## src/rtl/tri_inv_pkg.sv

```systemverilog
package tri_inv_pkg;

  localparam int SIZE   = 4;
  localparam int ELEM_W = 16;
  localparam int IDX_W  = 2;

  // restoring divider sizing for the reciprocal
  localparam int DIV_W = ELEM_W + 1;         // magnitude of a component, -32768 included
  localparam int REM_W = 2 * ELEM_W + 1;     // partial remainder
  localparam int CNT_W = $clog2(DIV_W + 1);  // step counter

  typedef logic signed [ELEM_W-1:0] elem_t;
  typedef logic [IDX_W-1:0]         idx_t;
  typedef logic [2*ELEM_W-1:0]      norm_t;  // a*a + b*b, unsigned

  // im in the upper half, re in the lower half
  typedef struct packed {
    elem_t im;
    elem_t re;
  } cplx_t;

  // entry 0 sits at the low end
  typedef cplx_t [SIZE-1:0] row_vec_t;

  typedef struct packed {
    idx_t  row;
    idx_t  col;
    cplx_t data;
  } wr_req_t;

endpackage
```

## src/rtl/mat_store.sv

```systemverilog
module mat_store import tri_inv_pkg::*; (
  input  logic     clk_i,
  input  logic     rst_ni,

  // host side
  input  logic     wr_en_i,
  input  wr_req_t  wr_i,

  // four-phase row fetch
  input  logic     row_req_i,
  input  idx_t     row_addr_i,
  output logic     row_ack_o,
  output row_vec_t row_data_o
);

  row_vec_t mem_q [SIZE];
  logic     take;

  assign take = row_req_i && !row_ack_o;  // new request seen

  // single entry per host write
  always_ff @(posedge clk_i) begin
    if (wr_en_i) begin
      mem_q[wr_i.row][wr_i.col] <= wr_i.data;
    end
  end

  always_ff @(posedge clk_i) begin
    if (!rst_ni) begin
      row_ack_o <= 1'b0;
    end else if (take) begin
      row_ack_o <= 1'b1;
    end else if (!row_req_i && row_ack_o) begin
      row_ack_o <= 1'b0;  // return to zero
    end
  end

  // row is registered on the edge that raises ack
  always_ff @(posedge clk_i) begin
    if (take) begin
      row_data_o <= mem_q[row_addr_i];
    end
  end

endmodule

```

## config.mk

```make
export PLATFORM = sky130hd
export DESIGN_NAME = mat_store
export DESIGN_NICKNAME = d
export VERILOG_FILES = /design/src/rtl/tri_inv_pkg.sv /design/src/rtl/mat_store.sv
export SDC_FILE = /design/constraint.sdc
export NUM_CORES = 1
export LEC_CHECK = 0
export BUFFER_PORTS_ARGS = -buffer_cell sky130_fd_sc_hd__clkbuf_2
export CAP_MARGIN = 20
export CORE_MARGIN = 2
export CORE_UTILIZATION = 59
export DETAILED_ROUTE_END_ITERATION = 16
export PLACE_DENSITY = 0.78
export SETUP_SLACK_MARGIN = 0.05
export SLEW_MARGIN = 15
export SYNTH_ARGS = -nofsm -noshare
export SYNTH_HDL_FRONTEND = slang
export SYNTH_SLANG_ARGS = --single-unit
```

## constraint.sdc

```tcl
create_clock -name clk_i -period 6.3 [get_ports clk_i]
set_input_delay 1.26 -clock clk_i [delete_from_list [all_inputs] [get_ports clk_i]]
set_output_delay 1.26 -clock clk_i [all_outputs]
set_load 0.05 [all_outputs]
```

======== Word-level counts from Yosys, hierarchy flattened ========
Memory sizes are Yosys's and may differ from the RTL's. A register that Yosys moved wholly into a read port is not among the register bits.
Index checks and enable logic that the tools add are counted.
W data, S select, Z words.
cells by class
  $lt $le $gt $ge ......................... 2
  mux-type cells .......................... 6
  reduce and logical (&&, ||, !) cells .... 6
operator list
  cell                  count
  $mux W128             1
  $demux W32 S2         1
  $mux W32              1
  $logic_and A1 B1 Y1   3
  $lt A2 B3 Y1 const B  1
  $mux W1               3
  $ge A2 B1 Y1 const B  1
  $logic_not A1 Y1      2
  $reduce_bool A2 Y1    1
word-level totals
  memories kept ........................... 1
  word-level logic and storage cells ...... 16
  bits in writable memories ............... 512
  register bits ........................... 1
memories
  name   words  width  rd ports  clocked after memory_dff  write ports  line             text
  mem_q  4      128    1         1                         1            mat_store.sv:16  row_vec_t mem_q [SIZE];

======== Logic depth before layout (Yosys ltp) ========
  depth after elaboration ................. 5
  mapped depth ............................ 4
  gate-level depth less buffers ........... 4

======== Worst setup path before layout ========
OpenSTA, ideal clock, no wires.
  path kind ............................... input-to-reg
  start ................................... in row_req_i
  end ..................................... reg row_data_o[0] (netlist name)
  slack ................................... 1,520 ps
  stages .................................. 1
  arrival time ............................ 4,276 ps
  cells stage by stage .................... ha_1
on the way
  longest elaborated chain between the ends .. 1
ends and longest elaborated chain
  element              line             text
  start, declared      mat_store.sv:10  input logic row_req_i,
  $logic_and A1 B1 Y1  mat_store.sv:19  assign take = row_req_i && !row_ack_o;
No other way between the ends.
A chain may end at the register's enable or synchronous reset.

======== Final worst setup path ========
  start ................................... in wr_i[33] (netlist name)
  end ..................................... mem mem_q[0][35] (netlist name), enable pin
on the way
  longest elaborated chain between the ends .. 5
  elaborated cells on any way between the ends .. 6
  those cells by class .................... 2 x order compare; 3 x mux; 1 x reduce/logical
ends and longest elaborated chain
  element                                                             line             text
  start, declared                                                     mat_store.sv:7   input wr_req_t wr_i,
  $lt A2 B3 Y1 (not written as such) or $ge A2 B1 Y1 (tied branches)  mat_store.sv:24  mem_q[wr_i.row][wr_i.col] <= wr_i.data;
  $logic_and A1 B1 Y1 (not written as such)                           mat_store.sv:24
  $mux W32 (not written as such)                                      mat_store.sv:24
  $demux W32 S2 *                                                     mat_store.sv:24
  $mux W128 (not written as such) *                                   mat_store.sv:24
  end, declared                                                       mat_store.sv:16
Every way passes the cells marked *; elsewhere a longest branch is shown, timed or not.

==> metrics.md <==
| Metric | Value |
|---|---|
| Status | finished, final reports clean |
| WHS | 559 ps |
| Clock buffer count from CTS | 57 |
| Sequential-to-total area share from yosys stat | 0.852 |
| Largest cells by area after synthesis | edfxtp_1 85%, mux4_2 13%, buf_12 0.89%, buf_2 0.29%, buf_6 0.20% |
| Max Clock Freq | 333 MHz |
| Period utilisation layout | 0.476 |
| Area Growth Syn to Fin | 14.3% |
| Initial antenna violation count | 1 |
| Final-report max-slew violation count | 0 |
| Die area | 39,800 µm² |
| WS Path Type | in2reg |
| Worst path bufs/invs | 2 |
| Synth area leader | edfxtp_1 |
| Clock Latency Late Sink | 580 ps |
| DRC | 0 |
| Worst EP arrival | 3210 ps |
| DR vias | 9,704 |
| P_leak | 8.41 nW |
| CP Max Fanout | 24 |
| Fraction of registers with async set/reset | 0 |
| CTS resizes | 0 |
| Number of flops mapped to enable cells by yosys | 640 |
| Multi-input gate area | 3140 µm² |
| Clk root buf | clkbuf_16 |
| Synth Cell Area | 22,600 µm² |
| Final total negative setup slack | 0 ps |
| Setup crit end kind | flip-flop |
| Cell Pwr Density | 335 nW/µm² |
| Avg Cell Area, Syn | 27.4 µm² |
| Synth unique cells | 18 |
| Share of the synthesized area in the top cell type | 0.851 |
| Worst EP required | 6520 ps |
| Vias in the first global route | 9,939 |
| GRT Overall Usage | 0.242 |
| DP Cell Count | 1,497 |
| Crit path launch type | primary input |
| Min Tclk post-route | 3000 ps |
| Chip height | 200 µm |
| Top_reg_cell synth | edfxtp_1 |
| Diode count | 0 |
| Avg WL per Cell | 29.1 µm |
| Reg area | 19,200 µm² |
| Initial core utilization | 0.599 |
| First-pass GRT wire length | 67,000 µm |
| Synth cell count leaders | 640 x edfxtp_1, 128 x mux4_2, 13 x buf_2 |
| Fin nets | 1,091 |
| Top Ports | 171 |
| Width of the die | 200 µm |
| Hold-fix buffers, CTS | 0 |
| H-Tree Depth | 2 |
| Starting DRT DRC Count | 1,065 |
| Yosys reg bits | 641 |
| CP max stage delay | 820 ps |
| Clock Pin Slew Worst Setup and Hold Paths | 60 ps |
| Count leader, synth | edfxtp_1 |
| Worst-path cell chain | clkbuf_2, nand3b_1, nor3_2, buf_4 |
| Cell count after synthesis | 824 |
| Final Core Density | 0.685 |
| Fill count | 2,244 |
| Net count of the mapped netlist | 867 |
| Final wirelength | 46,600 µm |
| Yosys warning count | 0 |
| Largest net degree at the start of global routing | 97 |
| DP HPWL | 23,800 µm |
| Clock Skew | 15.9 ps |
| Rows | 71 |
| Post-CTS Setup Bufs | 0 |
| CTS tree | yes |
| Fin. Hold Viols | 0 |
| Max cap viols | 0 |
| CORE AREA | 37,700 µm² |
| Hold Path Class | reg2reg |
| Crit path max-delay cell type | nor3_2 |
| RSZ-0062 raised after global routing | no |
| GRT overflow | 0 |
| Share of cells above drive strength 1 | 0.378 |
| CTS sink cnt | 641 |
| Final RePlAce weighted congestion | 0.738 |
| Tot Pwr | 8.64 mW |
| Worst slew margin | 0.332 |
| DRT Pass-1 Iters | 5 |
| Final std cells w/o fill | 1,602 |
| CTS Buffer Depth | 3 |
| Vias/cell | 6.06 |
| Worst path top cell family by delay | simple AND/OR/NAND/NOR gates |
| DRT antenna net count | 0 |
| Final Setup Violations | 0 |
| Peak supply drop | 285 µV |
| Port bufs | 170 |
| Worst-Margin Slew | 1000 ps |
-- routing by layer --
layer	vias to the layer above	GRT usage	wire, µm
met5	-	0	13
met4	2	0.0850	1320
met3	87	0.0478	3930
met2	529	0.388	23500
met1	5089	0.339	17800
li1	3997	-	-
-- final timing paths --
check / from / end / slack (ps) / depth (start not counted)
max: wr_i[33] / mem_q[0][35] / 3300 / 4
max reg2reg: row_ack_o / row_data_o[104] / 4200 / 3
min reg2reg: row_ack_o / row_ack_o / 560 / 2
min: row_ack_o / row_ack_o / 560 / 2
-- through the flow --
step	setup WS [ps]	cell area [µm²]
after floorplan	1520	22600
after global placement	2740	24000
after detailed placement	2720	24100
after CTS	3310	25700
after global routing	3190	25800
final	3300	25800
-- cells in the final DEF, fill, tap and decap left out, drive strengths merged --
cell / count
mux2i: 1
inv: 1
nor2b: 1
ha: 1
edfxtp: 640
dfxtp: 1
clkbuf: 238
nand2b: 2
clkinvlp: 2
bufinv: 2
mux4: 128
nand3: 1
nor3: 4
nor2: 12
or3b: 1
nand2: 1
buf: 24
clkinv: 29
nand3b: 2
-- final cells by class --
class / count / share of cell area
timing repair buffer: 193 / 0.0428
sequential: 641 / 0.746
inverter: 1 / 0.000145
clock buffer: 69 / 0.0570
tap: 511 / 0.0248
clock inverter: 33 / 0.00771
multi-input combinational: 154 / 0.122
-- registers in the layout, summed over array words and instances, names as in the netlist --
| name | count |
|---|---|
| row_ack_o | 1 |
| mem_q | 512 |
| row_data_o | 128 |
-- worst reg2reg max path, delay by kind of cell (launching register included) --
kind	cells	cell delay, ps
flip-flops	1	320
buffers and inverters	2	730
adder cells (fa/ha/maj)	1	650
-- power by group --
| part | internal, mW | total [mW] | switching, mW |
|---|---|---|---|
| Combinational | 0.150 | 0.578 | 0.428 |
| Clock | 1.73 | 3.16 | 1.43 |
| Sequential | 4.85 | 4.91 | 0.0559 |
-- kinds of logic after synthesis --
logic type / after synthesis / share of synthesized area
simple gates: 24 / 0.00515
mux: 129 / 0.128
fa+ha+maj: 1 / 0.000554
buf+inv: 29 / 0.0141
flops: 641 / 0.852
Power figures use the tool's default switching activity.
