### src/rtl/tri_inv_pkg.sv
package tri_inv_pkg;

  localparam int SIZE   = 4;
  localparam int ELEM_W = 16;
  localparam int IDX_W  = 2;

  // restoring divider sizing for the reciprocal
  localparam int DIV_W = ELEM_W + 1;         // magnitude of a component, -32768 included
  localparam int REM_W = 2 * ELEM_W + 1;     // partial remainder
  localparam int CNT_W = $clog2(DIV_W + 1);  // step counter

  typedef logic signed [ELEM_W-1:0] elem_t;
  typedef logic [IDX_W-1:0]         idx_t;
  typedef logic [2*ELEM_W-1:0]      norm_t;  // a*a + b*b, unsigned

  // im in the upper half, re in the lower half
  typedef struct packed {
    elem_t im;
    elem_t re;
  } cplx_t;

  // entry 0 sits at the low end
  typedef cplx_t [SIZE-1:0] row_vec_t;

  typedef struct packed {
    idx_t  row;
    idx_t  col;
    cplx_t data;
  } wr_req_t;

endpackage
### src/rtl/tri_inv_ctrl.sv
module tri_inv_ctrl import tri_inv_pkg::*; (
  input  logic     clk_i,
  input  logic     rst_ni,
  input  logic     start_i,
  output logic     busy_o,
  output logic     singular_o,

  // row fetch
  output logic     row_req_o,
  output idx_t     row_addr_o,
  input  logic     row_ack_i,
  input  row_vec_t row_data_i,

  // reciprocal unit
  output logic     recip_start_o,
  output cplx_t    recip_d_o,
  input  logic     recip_done_i,
  input  cplx_t    recip_q_i,
  input  logic     recip_zero_i,

  // dot pipeline
  output logic     dot_valid_o,
  output row_vec_t dot_row_o,
  output row_vec_t dot_col_o,
  output cplx_t    dot_scale_o,
  input  logic     dot_valid_i,
  input  cplx_t    dot_res_i,

  // column output
  output logic     col_req_o,
  output idx_t     col_addr_o,
  output row_vec_t col_o,
  input  logic     col_ack_i
);

  typedef enum logic [2:0] {
    S_IDLE,
    S_DIAG_FETCH,
    S_RECIP_WAIT,
    S_COL_SEED,
    S_ROW_FETCH,
    S_DRAIN,
    S_OUT
  } state_t;

  state_t   state_q;
  idx_t     row_idx_q;   // row being fetched
  idx_t     col_idx_q;   // column being built
  idx_t     wr_ptr_q;    // row of the next dot result
  row_vec_t col_q;
  row_vec_t diag_buf_q;  // 1/L[i][i]
  logic     pend_q;      // dot result outstanding
  logic     row_have_q;  // fetched row not yet issued
  logic     col_sent_q;

  logic     row_hit;
  logic     fetch_go;
  logic     issue;
  logic     last_row;
  logic     last_col;
  logic     col_fin;

  assign row_hit  = row_req_o && row_ack_i;
  assign last_row = (row_idx_q == idx_t'(SIZE - 1));
  assign last_col = (col_idx_q == idx_t'(SIZE - 1));
  assign fetch_go = !row_req_o && !row_ack_i &&
                    ((state_q == S_DIAG_FETCH) || (state_q == S_ROW_FETCH && !row_have_q));
  // the previous row's result must be in the column first
  assign issue    = (state_q == S_ROW_FETCH) && row_have_q && (!pend_q || dot_valid_i);
  assign col_fin  = (state_q == S_OUT) && col_sent_q && !col_ack_i;

  assign row_addr_o = row_idx_q;
  assign dot_col_o  = col_q;
  assign col_o      = col_q;
  assign col_addr_o = col_idx_q;

  always_ff @(posedge clk_i) begin
    if (!rst_ni) begin
      state_q       <= S_IDLE;
      busy_o        <= 1'b0;
      singular_o    <= 1'b0;
      row_req_o     <= 1'b0;
      recip_start_o <= 1'b0;
      dot_valid_o   <= 1'b0;
      col_req_o     <= 1'b0;
      pend_q        <= 1'b0;
      row_have_q    <= 1'b0;
      col_sent_q    <= 1'b0;
    end else begin
      recip_start_o <= 1'b0;
      dot_valid_o   <= 1'b0;

      if (fetch_go) begin
        row_req_o <= 1'b1;
      end else if (row_hit) begin
        row_req_o <= 1'b0;
      end

      if (dot_valid_i) begin
        pend_q <= 1'b0;
      end
      if (issue) begin
        pend_q <= 1'b1;
      end

      if (state_q == S_ROW_FETCH && row_hit) begin
        row_have_q <= 1'b1;
      end else if (issue) begin
        row_have_q <= 1'b0;
      end

      case (state_q)
        S_IDLE: begin
          if (start_i) begin
            busy_o     <= 1'b1;
            singular_o <= 1'b0;
            state_q    <= S_DIAG_FETCH;
          end
        end
        S_DIAG_FETCH: begin
          if (row_hit) begin
            recip_start_o <= 1'b1;
            state_q       <= S_RECIP_WAIT;
          end
        end
        S_RECIP_WAIT: begin
          if (recip_done_i) begin
            if (recip_zero_i) begin
              singular_o <= 1'b1;  // sticky until next start
            end
            state_q <= last_row ? S_COL_SEED : S_DIAG_FETCH;
          end
        end
        S_COL_SEED: begin
          state_q <= last_col ? S_OUT : S_ROW_FETCH;
        end
        S_ROW_FETCH: begin
          if (issue) begin
            dot_valid_o <= 1'b1;
            if (last_row) begin
              state_q <= S_DRAIN;
            end
          end
        end
        S_DRAIN: begin
          if (!pend_q) begin
            state_q <= S_OUT;
          end
        end
        S_OUT: begin
          if (!col_req_o && !col_ack_i && !col_sent_q) begin
            col_req_o <= 1'b1;
          end else if (col_req_o && col_ack_i) begin
            col_req_o  <= 1'b0;
            col_sent_q <= 1'b1;
          end
          if (col_fin) begin
            col_sent_q <= 1'b0;
            if (last_col) begin
              busy_o  <= 1'b0;
              state_q <= S_IDLE;
            end else begin
              state_q <= S_COL_SEED;
            end
          end
        end
        default: state_q <= S_IDLE;
      endcase
    end
  end

  always_ff @(posedge clk_i) begin
    if (state_q == S_IDLE && start_i) begin
      row_idx_q <= '0;
    end
    if (state_q == S_DIAG_FETCH && row_hit) begin
      recip_d_o <= row_data_i[row_idx_q];
    end
    if (state_q == S_RECIP_WAIT && recip_done_i) begin
      diag_buf_q[row_idx_q] <= recip_q_i;
      if (last_row) begin
        col_idx_q <= '0;
      end else begin
        row_idx_q <= row_idx_q + 1'b1;
      end
    end
    if (state_q == S_COL_SEED) begin
      col_q            <= '0;
      col_q[col_idx_q] <= diag_buf_q[col_idx_q];  // X[j][j]
      row_idx_q        <= col_idx_q + 1'b1;
      wr_ptr_q         <= col_idx_q + 1'b1;
    end
    if (state_q == S_ROW_FETCH && row_hit) begin
      dot_row_o <= row_data_i;
    end
    if (issue) begin
      dot_scale_o <= diag_buf_q[row_idx_q];
      if (!last_row) begin
        row_idx_q <= row_idx_q + 1'b1;
      end
    end
    if (dot_valid_i) begin
      col_q[wr_ptr_q] <= dot_res_i;  // results return in issue order
      wr_ptr_q        <= wr_ptr_q + 1'b1;
    end
    if (col_fin && !last_col) begin
      col_idx_q <= col_idx_q + 1'b1;
    end
  end

endmodule

### config.mk
export PLATFORM = sky130hd
export DESIGN_NAME = tri_inv_ctrl
export DESIGN_NICKNAME = d
export VERILOG_FILES = /design/src/rtl/tri_inv_pkg.sv /design/src/rtl/tri_inv_ctrl.sv
export SDC_FILE = /design/constraint.sdc
export NUM_CORES = 1
export LEC_CHECK = 0
export BUFFER_PORTS_ARGS = -buffer_cell sky130_fd_sc_hd__buf_2
export CORE_AREA = 2 2 259 261
export CTS_CLUSTER_DIAMETER = 40
export DETAILED_ROUTE_END_ITERATION = 8
export DIE_AREA = 0 0 261 263
export GPL_TIMING_DRIVEN = 0
export PLACE_DENSITY_LB_ADDON = 0.08
export REMOVE_ABC_BUFFERS = 1
export SLEW_MARGIN = 15
export SYNTH_ARGS = -nofsm -noshare
export SYNTH_HDL_FRONTEND = slang
export SYNTH_SLANG_ARGS = --single-unit
### constraint.sdc
create_clock -name clk_i -period 5.21 [get_ports clk_i]
set_input_delay 0.7815 -clock clk_i [delete_from_list [all_inputs] [get_ports clk_i]]
set_output_delay 0.7815 -clock clk_i [all_outputs]
set_load 0.02 [all_outputs]
=== Word-level counts from Yosys, hierarchy flattened ===
Cells that the tools add are included.
Widths: inputs -> output; s select.

* $add $sub $neg: 3
* $lt $le $gt $ge: 6
* Eq/ne operators: 18
* Multiplexer cells: 59
* Bitwise operators: 1
* Reduce and logical (&&, ||, !) cells: 48

{| class="wikitable"
|+ Operators with widths
! kind !! number
|-
| $bwmux 128 || 2
|-
| $mux 128 || 2
|-
| $bmux 32 s2 || 3
|-
| $demux 32 s2 || 3
|-
| $mux 32 || 6
|-
| $and 128x128->128 || 1
|-
| $mux 2 || 14
|-
| $mux 3 || 7
|-
| $pmux 3 s7 || 1
|-
| $ne 2x2->1 const B || 10
|-
| $reduce_bool 2->1 || 10
|-
| $logic_and 1x1->1 || 19
|-
| $mux 1 || 19
|-
| $eq 3x3->1 const B || 3
|-
| $lt 2x3->1 const B || 3
|-
| $logic_not 1->1 || 8
|-
| $reduce_and 2->1 || 4
|-
| $reduce_and 4->1 || 2
|-
| $reduce_and 7->1 || 1
|-
| $add 2x1->2 const B || 3
|-
| $eq 3x2->1 const B || 2
|-
| $ge 2x1->1 const B || 3
|-
| $eq 2x2->1 const B || 2
|-
| $pmux 1 s2 || 2
|-
| other kinds (4) || 5
|}

* Register bits after elaboration: 466
* Input bits: 200
* Output and inout port bits: 458
* Word-level logic and storage cells: 176

=== Longest topological paths before layout ===
Gate-level depths: netlist of the first run.

* Word-level depth: 8
* Depth in mapped cells: 9
* Mapped depth without buffers: 5

=== Least setup slack after synthesis of the first run ===
OpenSTA, ideal clock, no wires.

* Path type: in2reg
* From: input row_ack_i
* To: register recip_d_o[0] (netlist bit), enable pin
* Library setup time: 0.515 ns
* Arrival: 4.264 ns
* Data required time: 4.695 ns
* Slack: 0.431 ns
* Stages: 2
* Buffers on the path: 0
* Cell sequence: nand2_1 -> nor4b_1

* Cells in the longest elaborated chain, start to end: 2

{| class="wikitable"
|+ Ends and longest elaborated chain
! element !! line !! source
|-
| start: declaration || tri_inv_ctrl.sv:11 || <nowiki>input logic row_ack_i,</nowiki>
|-
| $logic_and 1x1->1 || tri_inv_ctrl.sv:63 || <nowiki>assign row_hit = row_req_o && row_ack_i;</nowiki>
|-
| $logic_and 1x1->1 || tri_inv_ctrl.sv:176 || <nowiki>if (state_q == S_DIAG_FETCH && row_hit) begin</nowiki>
|-
| end signal: assignment || tri_inv_ctrl.sv:177 || <nowiki>recip_d_o <= row_data_i[row_idx_q];</nowiki>
|-
| end: declaration || tri_inv_ctrl.sv:16 || <nowiki>output cplx_t recip_d_o,</nowiki>
|}

No other way between the ends.
A chain may end at the register's enable or synchronous reset.

=== Worst setup path in the final report of the first run ===
* From: register state_q[0]
* To: register recip_d_o[19] (netlist bit), enable pin

* Cells in the longest elaborated chain, start to end: 2

{| class="wikitable"
|+ Ends and longest elaborated chain
! element !! line !! source
|-
| start: declaration || tri_inv_ctrl.sv:46 || <nowiki>state_t state_q;</nowiki>
|-
| start signal: assignment || tri_inv_ctrl.sv:131 || <nowiki>state_q <= last_row ? S_COL_SEED : S_DIAG_FETCH;</nowiki>
|-
| start signal: assignment || tri_inv_ctrl.sv:135 || <nowiki>state_q <= last_col ? S_OUT : S_ROW_FETCH;</nowiki>
|-
| $eq 3x1->1 || tri_inv_ctrl.sv:176 ||
|-
| $logic_and 1x1->1 || tri_inv_ctrl.sv:176 ||
|}

No other way between the ends.

==> results of run 1 <==
flip-flops by register name, summed over array words and instances (netlist names):
| name | count |
|---|---|
| row_addr_o | 2 |
| state_q | 3 |
| dot_scale_o | 32 |
| singular_o | 1 |
| recip_d_o | 32 |
| wr_ptr_q | 2 |
| row_req_o | 1 |
| col_sent_q | 1 |
| col_o | 128 |
| pend_q | 1 |
| row_have_q | 1 |
| dot_row_o | 128 |
| col_req_o | 1 |
| diag_buf_q | 128 |
| col_addr_o | 2 |
| busy_o | 1 |
| recip_start_o | 1 |
| dot_valid_o | 1 |
per-layer routing:
layer | share of wire (%) | vias up
met5 | 0.020 | -
met3 | 5.6 | 106
li1 | - | 5948
met4 | 2.7 | 2
met2 | 50 | 475
met1 | 41 | 6612
through the flow:
step / util (%) / std cells / setup TNS [ns] / hold slack, ns
floorplan: - / 1054 / 0 / 0.487
global placement: 33.5 / 2575 / -588.99 / 0.488
detailed placement: 34.5 / 2607 / 0 / 0.493
CTS: 39.4 / 2782 / 0 / 0.281
global route: 39.4 / 2789 / 0 / 0.307
finish: 39.5 / 2791 / 0 / 0.342
Yosys cell counts, types with 3 or more instances:
library cell,instances,area share (%)
mux2i_1,3,0.16
edfxtp_1,324,51
clkbuf_2,3,0.079
a21oi_1,6,0.16
ha_1,12,0.79
clkbuf_1,32,0.63
mux4_1,3,0.41
buf_4,131,5.2
mux4_2,93,11
nor2b_1,4,0.13
a22oi_1,125,4.9
a22oi_2,4,0.26
buf_6,13,0.77
nor2_1,8,0.16
nand2b_1,5,0.16
o21ai_0,5,0.13
buf_1,4,0.079
and2_1,13,0.43
nor3_1,3,0.079
nand2_1,135,2.7
inv_1,10,0.20
buf_2,28,0.74
mux2_2,3,0.18
o21ai_1,128,3.4
dfxtp_1,142,15
cell type report:
type,instances,area [um2]
fillers,6284,39700
flip-flops and latches,466,12600
multi-input cells,578,5030
repair buffers,689,3890
clock buffers,119,2600
well taps,864,1080
clock inverters,56,647
inverters,10,37.5
diodes,9,22.5
worst max-delay path, cell delays in order (launching register included):
cell and delay (ns):
dfxtp_1 0.71, nor4b_2 0.79, buf_4 0.30, buf_4 0.17, buf_4 0.17, buf_4 0.17, buf_2 0.23
path summary, 6_finish.rpt:
check	endpoint	depth (start not counted)	slack [ns]
hold reg to reg	singular_o	2	0.50
setup / recovery	recip_d_o[19]	6	2.37
setup reg to reg	recip_d_o[19]	6	2.37
hold / removal	dot_row_o[59]	1	0.34
power by group:
group	leakage (nW)	internal [mW]	switching [mW]	total, mW
Sequential	4.11	4.51	0.524	5.03
Clock	1.55	4.00	2.06	6.06
Combinational	4.42	1.31	2.05	3.36
logic make-up (layout without fill, tap and decap cells):
family | after synthesis | after routing | share of synthesized area [%]
flip-flops | 466 | 466 | 65.9
AO/OA/AOI/OAI | 284 | 284 | 9.52
buffers and inverters | 223 | 874 | 7.86
AND/OR/NAND/NOR | 180 | 180 | 4.15
multiplexers | 102 | 102 | 11.7
adder cells (fa/ha/maj) | 12 | 12 | 0.788
other | 0 | 9 | 0
==> results.py, run 1 <==
metrics = {
    "outcome": {
        "status": "finished, final reports clean",
    },
    "flow_run": {
        "drv_cap": 0,
    },
    "sta": {
        "maxClockFrequency_mhz": 352,
        "hold_viol_final": 0,
        "skew_ns": 0.0250,
        "min_period_ns": 2.84,
        "post-route-period-util_pct": 54.5,
        "relSlewSlack_pct": 44.4,
        "setup_viol": 0,
        "slew_violations": 0,
        "rsz0062_at_grt": "false",
        "layout_setup_ws_ns": 2.37,
        "worstMarginPinSlew_ns": 0.832,
    },
    "floorplan": {
        "die_x_um": 261,
        "die_area_um2": 68600,
        "rows": 94,
        "die_h_um": 263,
        "ioPinCount": 658,
        "core_um2": 65600,
        "initial_core_util_pct": 29.0,
    },
    "setup_path": {
        "start_kind": "flip-flop",
        "arrival_ns": 3.15,
        "startpoint": "state_q[0]",
        "end_kind": "flip-flop",
        "critPathKind": "flip-flop to flip-flop",
        "worstPathRequired_ns": 5.52,
        "worstReg2RegStart": "state_q[0]",
        "crit_path_max_fanout": 18,
    },
    "yosys": {
        "ys_seq_area_share_pct": 65.9,
        "synth.ff_latch_count": 466,
        "synthDistinctLibCells": 48,
        "synthFlopType": "edfxtp_1",
        "avgSynthCellArea_um2": 15.0,
        "yosysWarnings": 0,
        "async_flop_share_pct": 0,
        "netlist_area_um2": 19100,
        "synth_edf_count": 324,
        "netlist_instances": 1267,
    },
    "clocking": {
        "cts_root_buf": "clkbuf_16",
        "clk_pin_slew_worst_paths_ns": 0.06,
        "cts_sinks": 466,
        "insertion_delay_ns": 0.63,
        "h-tree-depth": 3,
        "clockBufferDepth": 3,
        "cts_tree": "yes",
        "holdBufCountCts": 0,
        "post_cts_resized": 0,
        "post_cts.repair.setup_buffers": 0,
        "cts_inserted_buffers": 93,
    },
    "grt": {
        "antenna_found_initial": 14,
        "grt_use_met3_pct": 4.02,
        "overflow": 0,
        "grt_pass1_vias": 13100,
        "grt.busiest_layer": "met2",
        "grt_use_met1_pct": 23.9,
        "track_usage_pct": 18.9,
        "grt_pass1_wl_mm": 94.1,
        "globalRouteMet2Util_pct": 31.6,
        "grt_max_degree": 62,
    },
    "finish": {
        "most-common-layout-cells": "658 x buf_2, 324 x edfxtp_1, 140 x dfxtp_1, 134 x nand2_1, 128 x o21ai_1",
        "area_delta_synth_final_pct": 35.8,
        "fin_nets": 2050,
        "post-route-cell-area_um2": 25900,
        "layout_commonest_cell": "buf_2",
        "drive_gt1_share_pct": 50.4,
    },
    "power": {
        "power_mw": 14.5,
        "power_density_nw_per_um2": 558,
        "vdd_drop_max_uv": 277,
        "power_leakage_nw": 10.1,
    },
    "place": {
        "io_buffers": 657,
        "hpwlAfterDp_mm": 47.4,
        "dp_slack_ns": 2.15,
        "placed_area_um2": 22600,
        "gp_congestion": 0.842,
    },
    "detailed_routing": {
        "drt_wl_total_mm": 66.2,
        "vias": 13100,
        "vias_per_cell": 4.71,
        "wl_per_cell_um": 23.7,
        "ant_nets": 0,
        "drc": 0,
        "drt_pre_antenna_iters": 6,
        "drt_iter0_markers": 770,
    },
    "hold_path": {
        "min-delay-start": "row_data_i[59]",
        "min_path_type": "input pin to flip-flop",
    },
}
Power figures use the tool's default switching activity.
==> run 2, diff against run 1 <==
--- a/config.mk
+++ b/config.mk
@@ -5,11 +5,12 @@
 export SDC_FILE = /design/constraint.sdc
 export NUM_CORES = 1
 export LEC_CHECK = 0
+export ABC_AREA = 1
 export BUFFER_PORTS_ARGS = -buffer_cell sky130_fd_sc_hd__buf_2
-export CORE_AREA = 2 2 259 261
+export CORE_AREA = 2 2 254 256
 export CTS_CLUSTER_DIAMETER = 40
 export DETAILED_ROUTE_END_ITERATION = 8
-export DIE_AREA = 0 0 261 263
+export DIE_AREA = 0 0 256 258
 export GPL_TIMING_DRIVEN = 0
 export PLACE_DENSITY_LB_ADDON = 0.08
 export REMOVE_ABC_BUFFERS = 1
==> constraint.sdc (replaced) <==
create_clock -name clk_i -period 2.9 [get_ports clk_i]
set_input_delay 0.435 -clock clk_i [delete_from_list [all_inputs] [get_ports clk_i]]
set_output_delay 0.435 -clock clk_i [all_outputs]
set_load 0.02 [all_outputs]
==> run 2 against run 1 <==
Die area fell by 3.8%. Fmax increased by 3.1%. Setup slack worse by 2.2 ns. Sequential power is 89% higher. Sequential share of layout area is 3.7 points lower. Wire length up 9.6%. Critical path depth grew 2. Final cell count up 25%. Register-to-register slack worse by 2.2 ns. Flip-flop and latch count unchanged. Final area increased by 8.2%. Hold slack got worse by 0.30 ns. Critical path type unchanged.
==> results.py, run 2 <==
metrics = {
    "yosys": {
        "yosys.area.top_type": "edfxtp_1",
        "synth.most_common_cell": "nor2_1",
        "synth_top_cell_area_share_pct": 49.8,
        "synthTopCellsByArea": "edfxtp_1 50%, dfxtp_1 15%, nor2_1 6.6%",
        "ys_seq_area_share_pct": 64.4,
        "synth_common_cells": "341 x nor2_1, 324 x edfxtp_1, 297 x nand2_1, 196 x o21ai_0, 142 x dfxtp_1",
        "synthDistinctLibCells": 30,
        "avgSynthCellArea_um2": 10.5,
        "async_flop_share_pct": 0,
        "netlist_instances": 1851,
        "netlist_area_um2": 19500,
        "synth_edf_count": 324,
        "yosysWarnings": 0,
        "synthFlopType": "edfxtp_1",
        "synth.ff_latch_count": 466,
    },
    "finish": {
        "fin_nets": 2746,
        "final_cells": 3475,
        "most-common-layout-cells": "657 x buf_2, 335 x nor2_1, 324 x edfxtp_1, 293 x nand2_1, 196 x o21ai_0",
        "area_delta_synth_final_pct": 43.5,
        "layout_commonest_cell": "buf_2",
        "post-route-cell-area_um2": 28000,
        "filler_cell_count": 6107,
        "drive_gt1_share_pct": 34.5,
    },
    "grt": {
        "track_usage_pct": 21.4,
        "grt_pass1_vias": 16700,
        "overflow": 0,
        "antenna_found_initial": 8,
        "grt_max_degree": 82,
        "grt_pass1_wl_mm": 106,
    },
    "detailed_routing": {
        "drt_pre_antenna_iters": 5,
        "drt_iter0_markers": 1092,
        "drt_wl_total_mm": 72.5,
        "ant_nets": 0,
        "vias_per_cell": 4.85,
        "drc": 0,
        "vias": 16800,
        "wl_per_cell_um": 20.9,
    },
    "place": {
        "placed_area_um2": 23300,
        "hpwlAfterDp_mm": 49.2,
        "dp_cells": 3155,
        "gp_congestion": 0.859,
        "dp_slack_ns": -0.186,
        "io_buffers": 657,
    },
    "floorplan": {
        "rows": 93,
        "die_area_um2": 66000,
        "die_x_um": 256,
        "initial_core_util_pct": 30.7,
        "core_um2": 63600,
        "die_h_um": 258,
        "ioPinCount": 658,
    },
    "power": {
        "power_leakage_nw": 11.5,
        "power_density_nw_per_um2": 1030,
        "vdd_drop_max_uv": 653,
    },
    "setup_path": {
        "regToRegEndpoint": "diag_buf_q[0]",
        "cp_cell_sequence": "buf_16 -> clkinv_8 -> buf_16 -> ha_1 -> inv_1 -> nor2_4 -> buf_16 -> buf_16",
        "worstPathRequired_ns": 3.26,
        "crit_family": "buffers and inverters",
        "arrival_ns": 3.12,
        "end_kind": "flip-flop",
        "r2r_cells": 8,
        "crit_top_cell": "buf_16",
        "worstReg2RegStart": "row_addr_o[0]",
        "crit_path_max_incr_delay_ns": 0.68,
        "crit_buf_inv": 6,
        "critPathKind": "flip-flop to flip-flop",
        "start_kind": "flip-flop",
        "cp_slowest_cell": "dfxtp_4",
        "crit_path_max_fanout": 81,
        "ff2ff_setup_slack_ns": 0.14,
    },
    "clocking": {
        "cts_root_buf": "clkbuf_16",
        "insertion_delay_ns": 0.63,
        "cts_tree": "yes",
        "cts_sinks": 466,
        "cts_inserted_buffers": 91,
        "h-tree-depth": 3,
        "clk_pin_slew_worst_paths_ns": 0.05,
        "clockBufferDepth": 3,
    },
    "sta": {
        "rsz0062_at_grt": "false",
        "slew_violations": 0,
        "hold_viol_final": 0,
        "layout_setup_ws_ns": 0.144,
        "maxClockFrequency_mhz": 363,
        "skew_ns": 0.0221,
        "fin_hold_ws_ns": 0.0375,
        "relSlewSlack_pct": 45.6,
        "min_period_ns": 2.76,
        "fin_setup_tns_ns": 0,
        "worstMarginPinSlew_ns": 0.814,
        "post-route-period-util_pct": 95.0,
        "setup_viol": 0,
    },
    "hold_path": {
        "min_to": "diag_buf_q[100]",
        "holdPathStages": 1,
        "min-delay-start": "recip_q_i[4]",
        "min_path_type": "input pin to flip-flop",
    },
    "flow_run": {
        "drv_cap": 0,
    },
    "outcome": {
        "status": "finished, final reports clean",
    },
}
==> run 2: changes by cell type in the layout (fill, tap and decap cells not counted), moves of 14 or more <==
cell / previous run / this run
dlygate4sd3_1: 0 / 138
nand2_1: 134 / 293
nor2_1: 8 / 335
o22ai_2: 0 / 20
mux4_2: 93 / 0
o21ai_0: 5 / 196
o22ai_1: 2 / 78
inv_1: 9 / 23
a31oi_1: 1 / 129
a22oi_1: 125 / 0
o21ai_1: 128 / 1
==> run 2: cell families (layout without fill, tap and decap cells) <==
family | Yosys count | after routing | synth area share [%]
buffers and inverters | 275 | 1037 | 8.35
flip-flops | 466 | 466 | 64.4
AND/OR/NAND/NOR | 662 | 662 | 13.1
AO/OA/AOI/OAI | 436 | 436 | 13.3
other | 0 | 7 | 0
adder cells (fa/ha/maj) | 12 | 12 | 0.769
==> run 2: per-stage QoR <==
step / total power, mW / util (%)
4_1_cts: 29.1 / 43.9
6_report: 28.9 / 44.0
3_5_place_dp: 17.8 / 36.6
5_1_grt: 30.3 / 44.0
3_3_place_gp: 17.0 / 35.1
2_1_floorplan: 14.2 / -
==> run 2: what timing repair did <==
item | in CTS | in global routing
pin swaps | 1 | 2
setup endpoints to repair | 84 | 19
hold buffers | 138 | 0
endpoints found under the hold margin | 180 | 0
gates resized for setup | 3 | 1
setup buffers | 1 | 2
==> run 2: area by class of cell <==
| type | count | area [um2] | share of cell area (%) |
|---|---|---|---|
| tap | 855 | 1070 | 3.82 |
| multi-input combinational | 1110 | 5390 | 19.2 |
| clock inverter | 62 | 782 | 2.79 |
| clock buffer | 110 | 2480 | 8.86 |
| sequential | 466 | 12600 | 44.9 |
| antenna | 7 | 17.5 | 0.0625 |
| timing repair buffer | 833 | 5550 | 19.8 |
| inverter | 32 | 143 | 0.509 |
==> run 2: power by group <==
| group | internal, mW | switching, mW |
|---|---|---|
| Combinational | 2.88 | 5.43 |
| Clock | 7.25 | 3.79 |
| Sequential | 8.44 | 1.08 |
| Total | 18.6 | 10.3 |
==> run 2: routing by layer <==
metal  part of all wire, %  GRT usage, %
met1                    41          26.5
met4                   3.2          8.59
met5                0.0097             0
met2                    48          35.8
met3                   6.9          5.07
==> run 2: worst max path at each step <==
| stage | start | endpoint | depth (start not counted) |
|---|---|---|---|
| after CTS | row_addr_o[0] | diag_buf_q[0] | 8 |
| after detailed placement | col_addr_o[1] | col_o[22] | 8 |
| after global placement | row_addr_o[0] | diag_buf_q[26] | 4 |
| after floorplan | state_q[0] | dot_row_o[0] | 3 |
| after global routing | col_addr_o[0] | col_o[90] | 8 |
| final | row_addr_o[0] | diag_buf_q[0] | 8 |
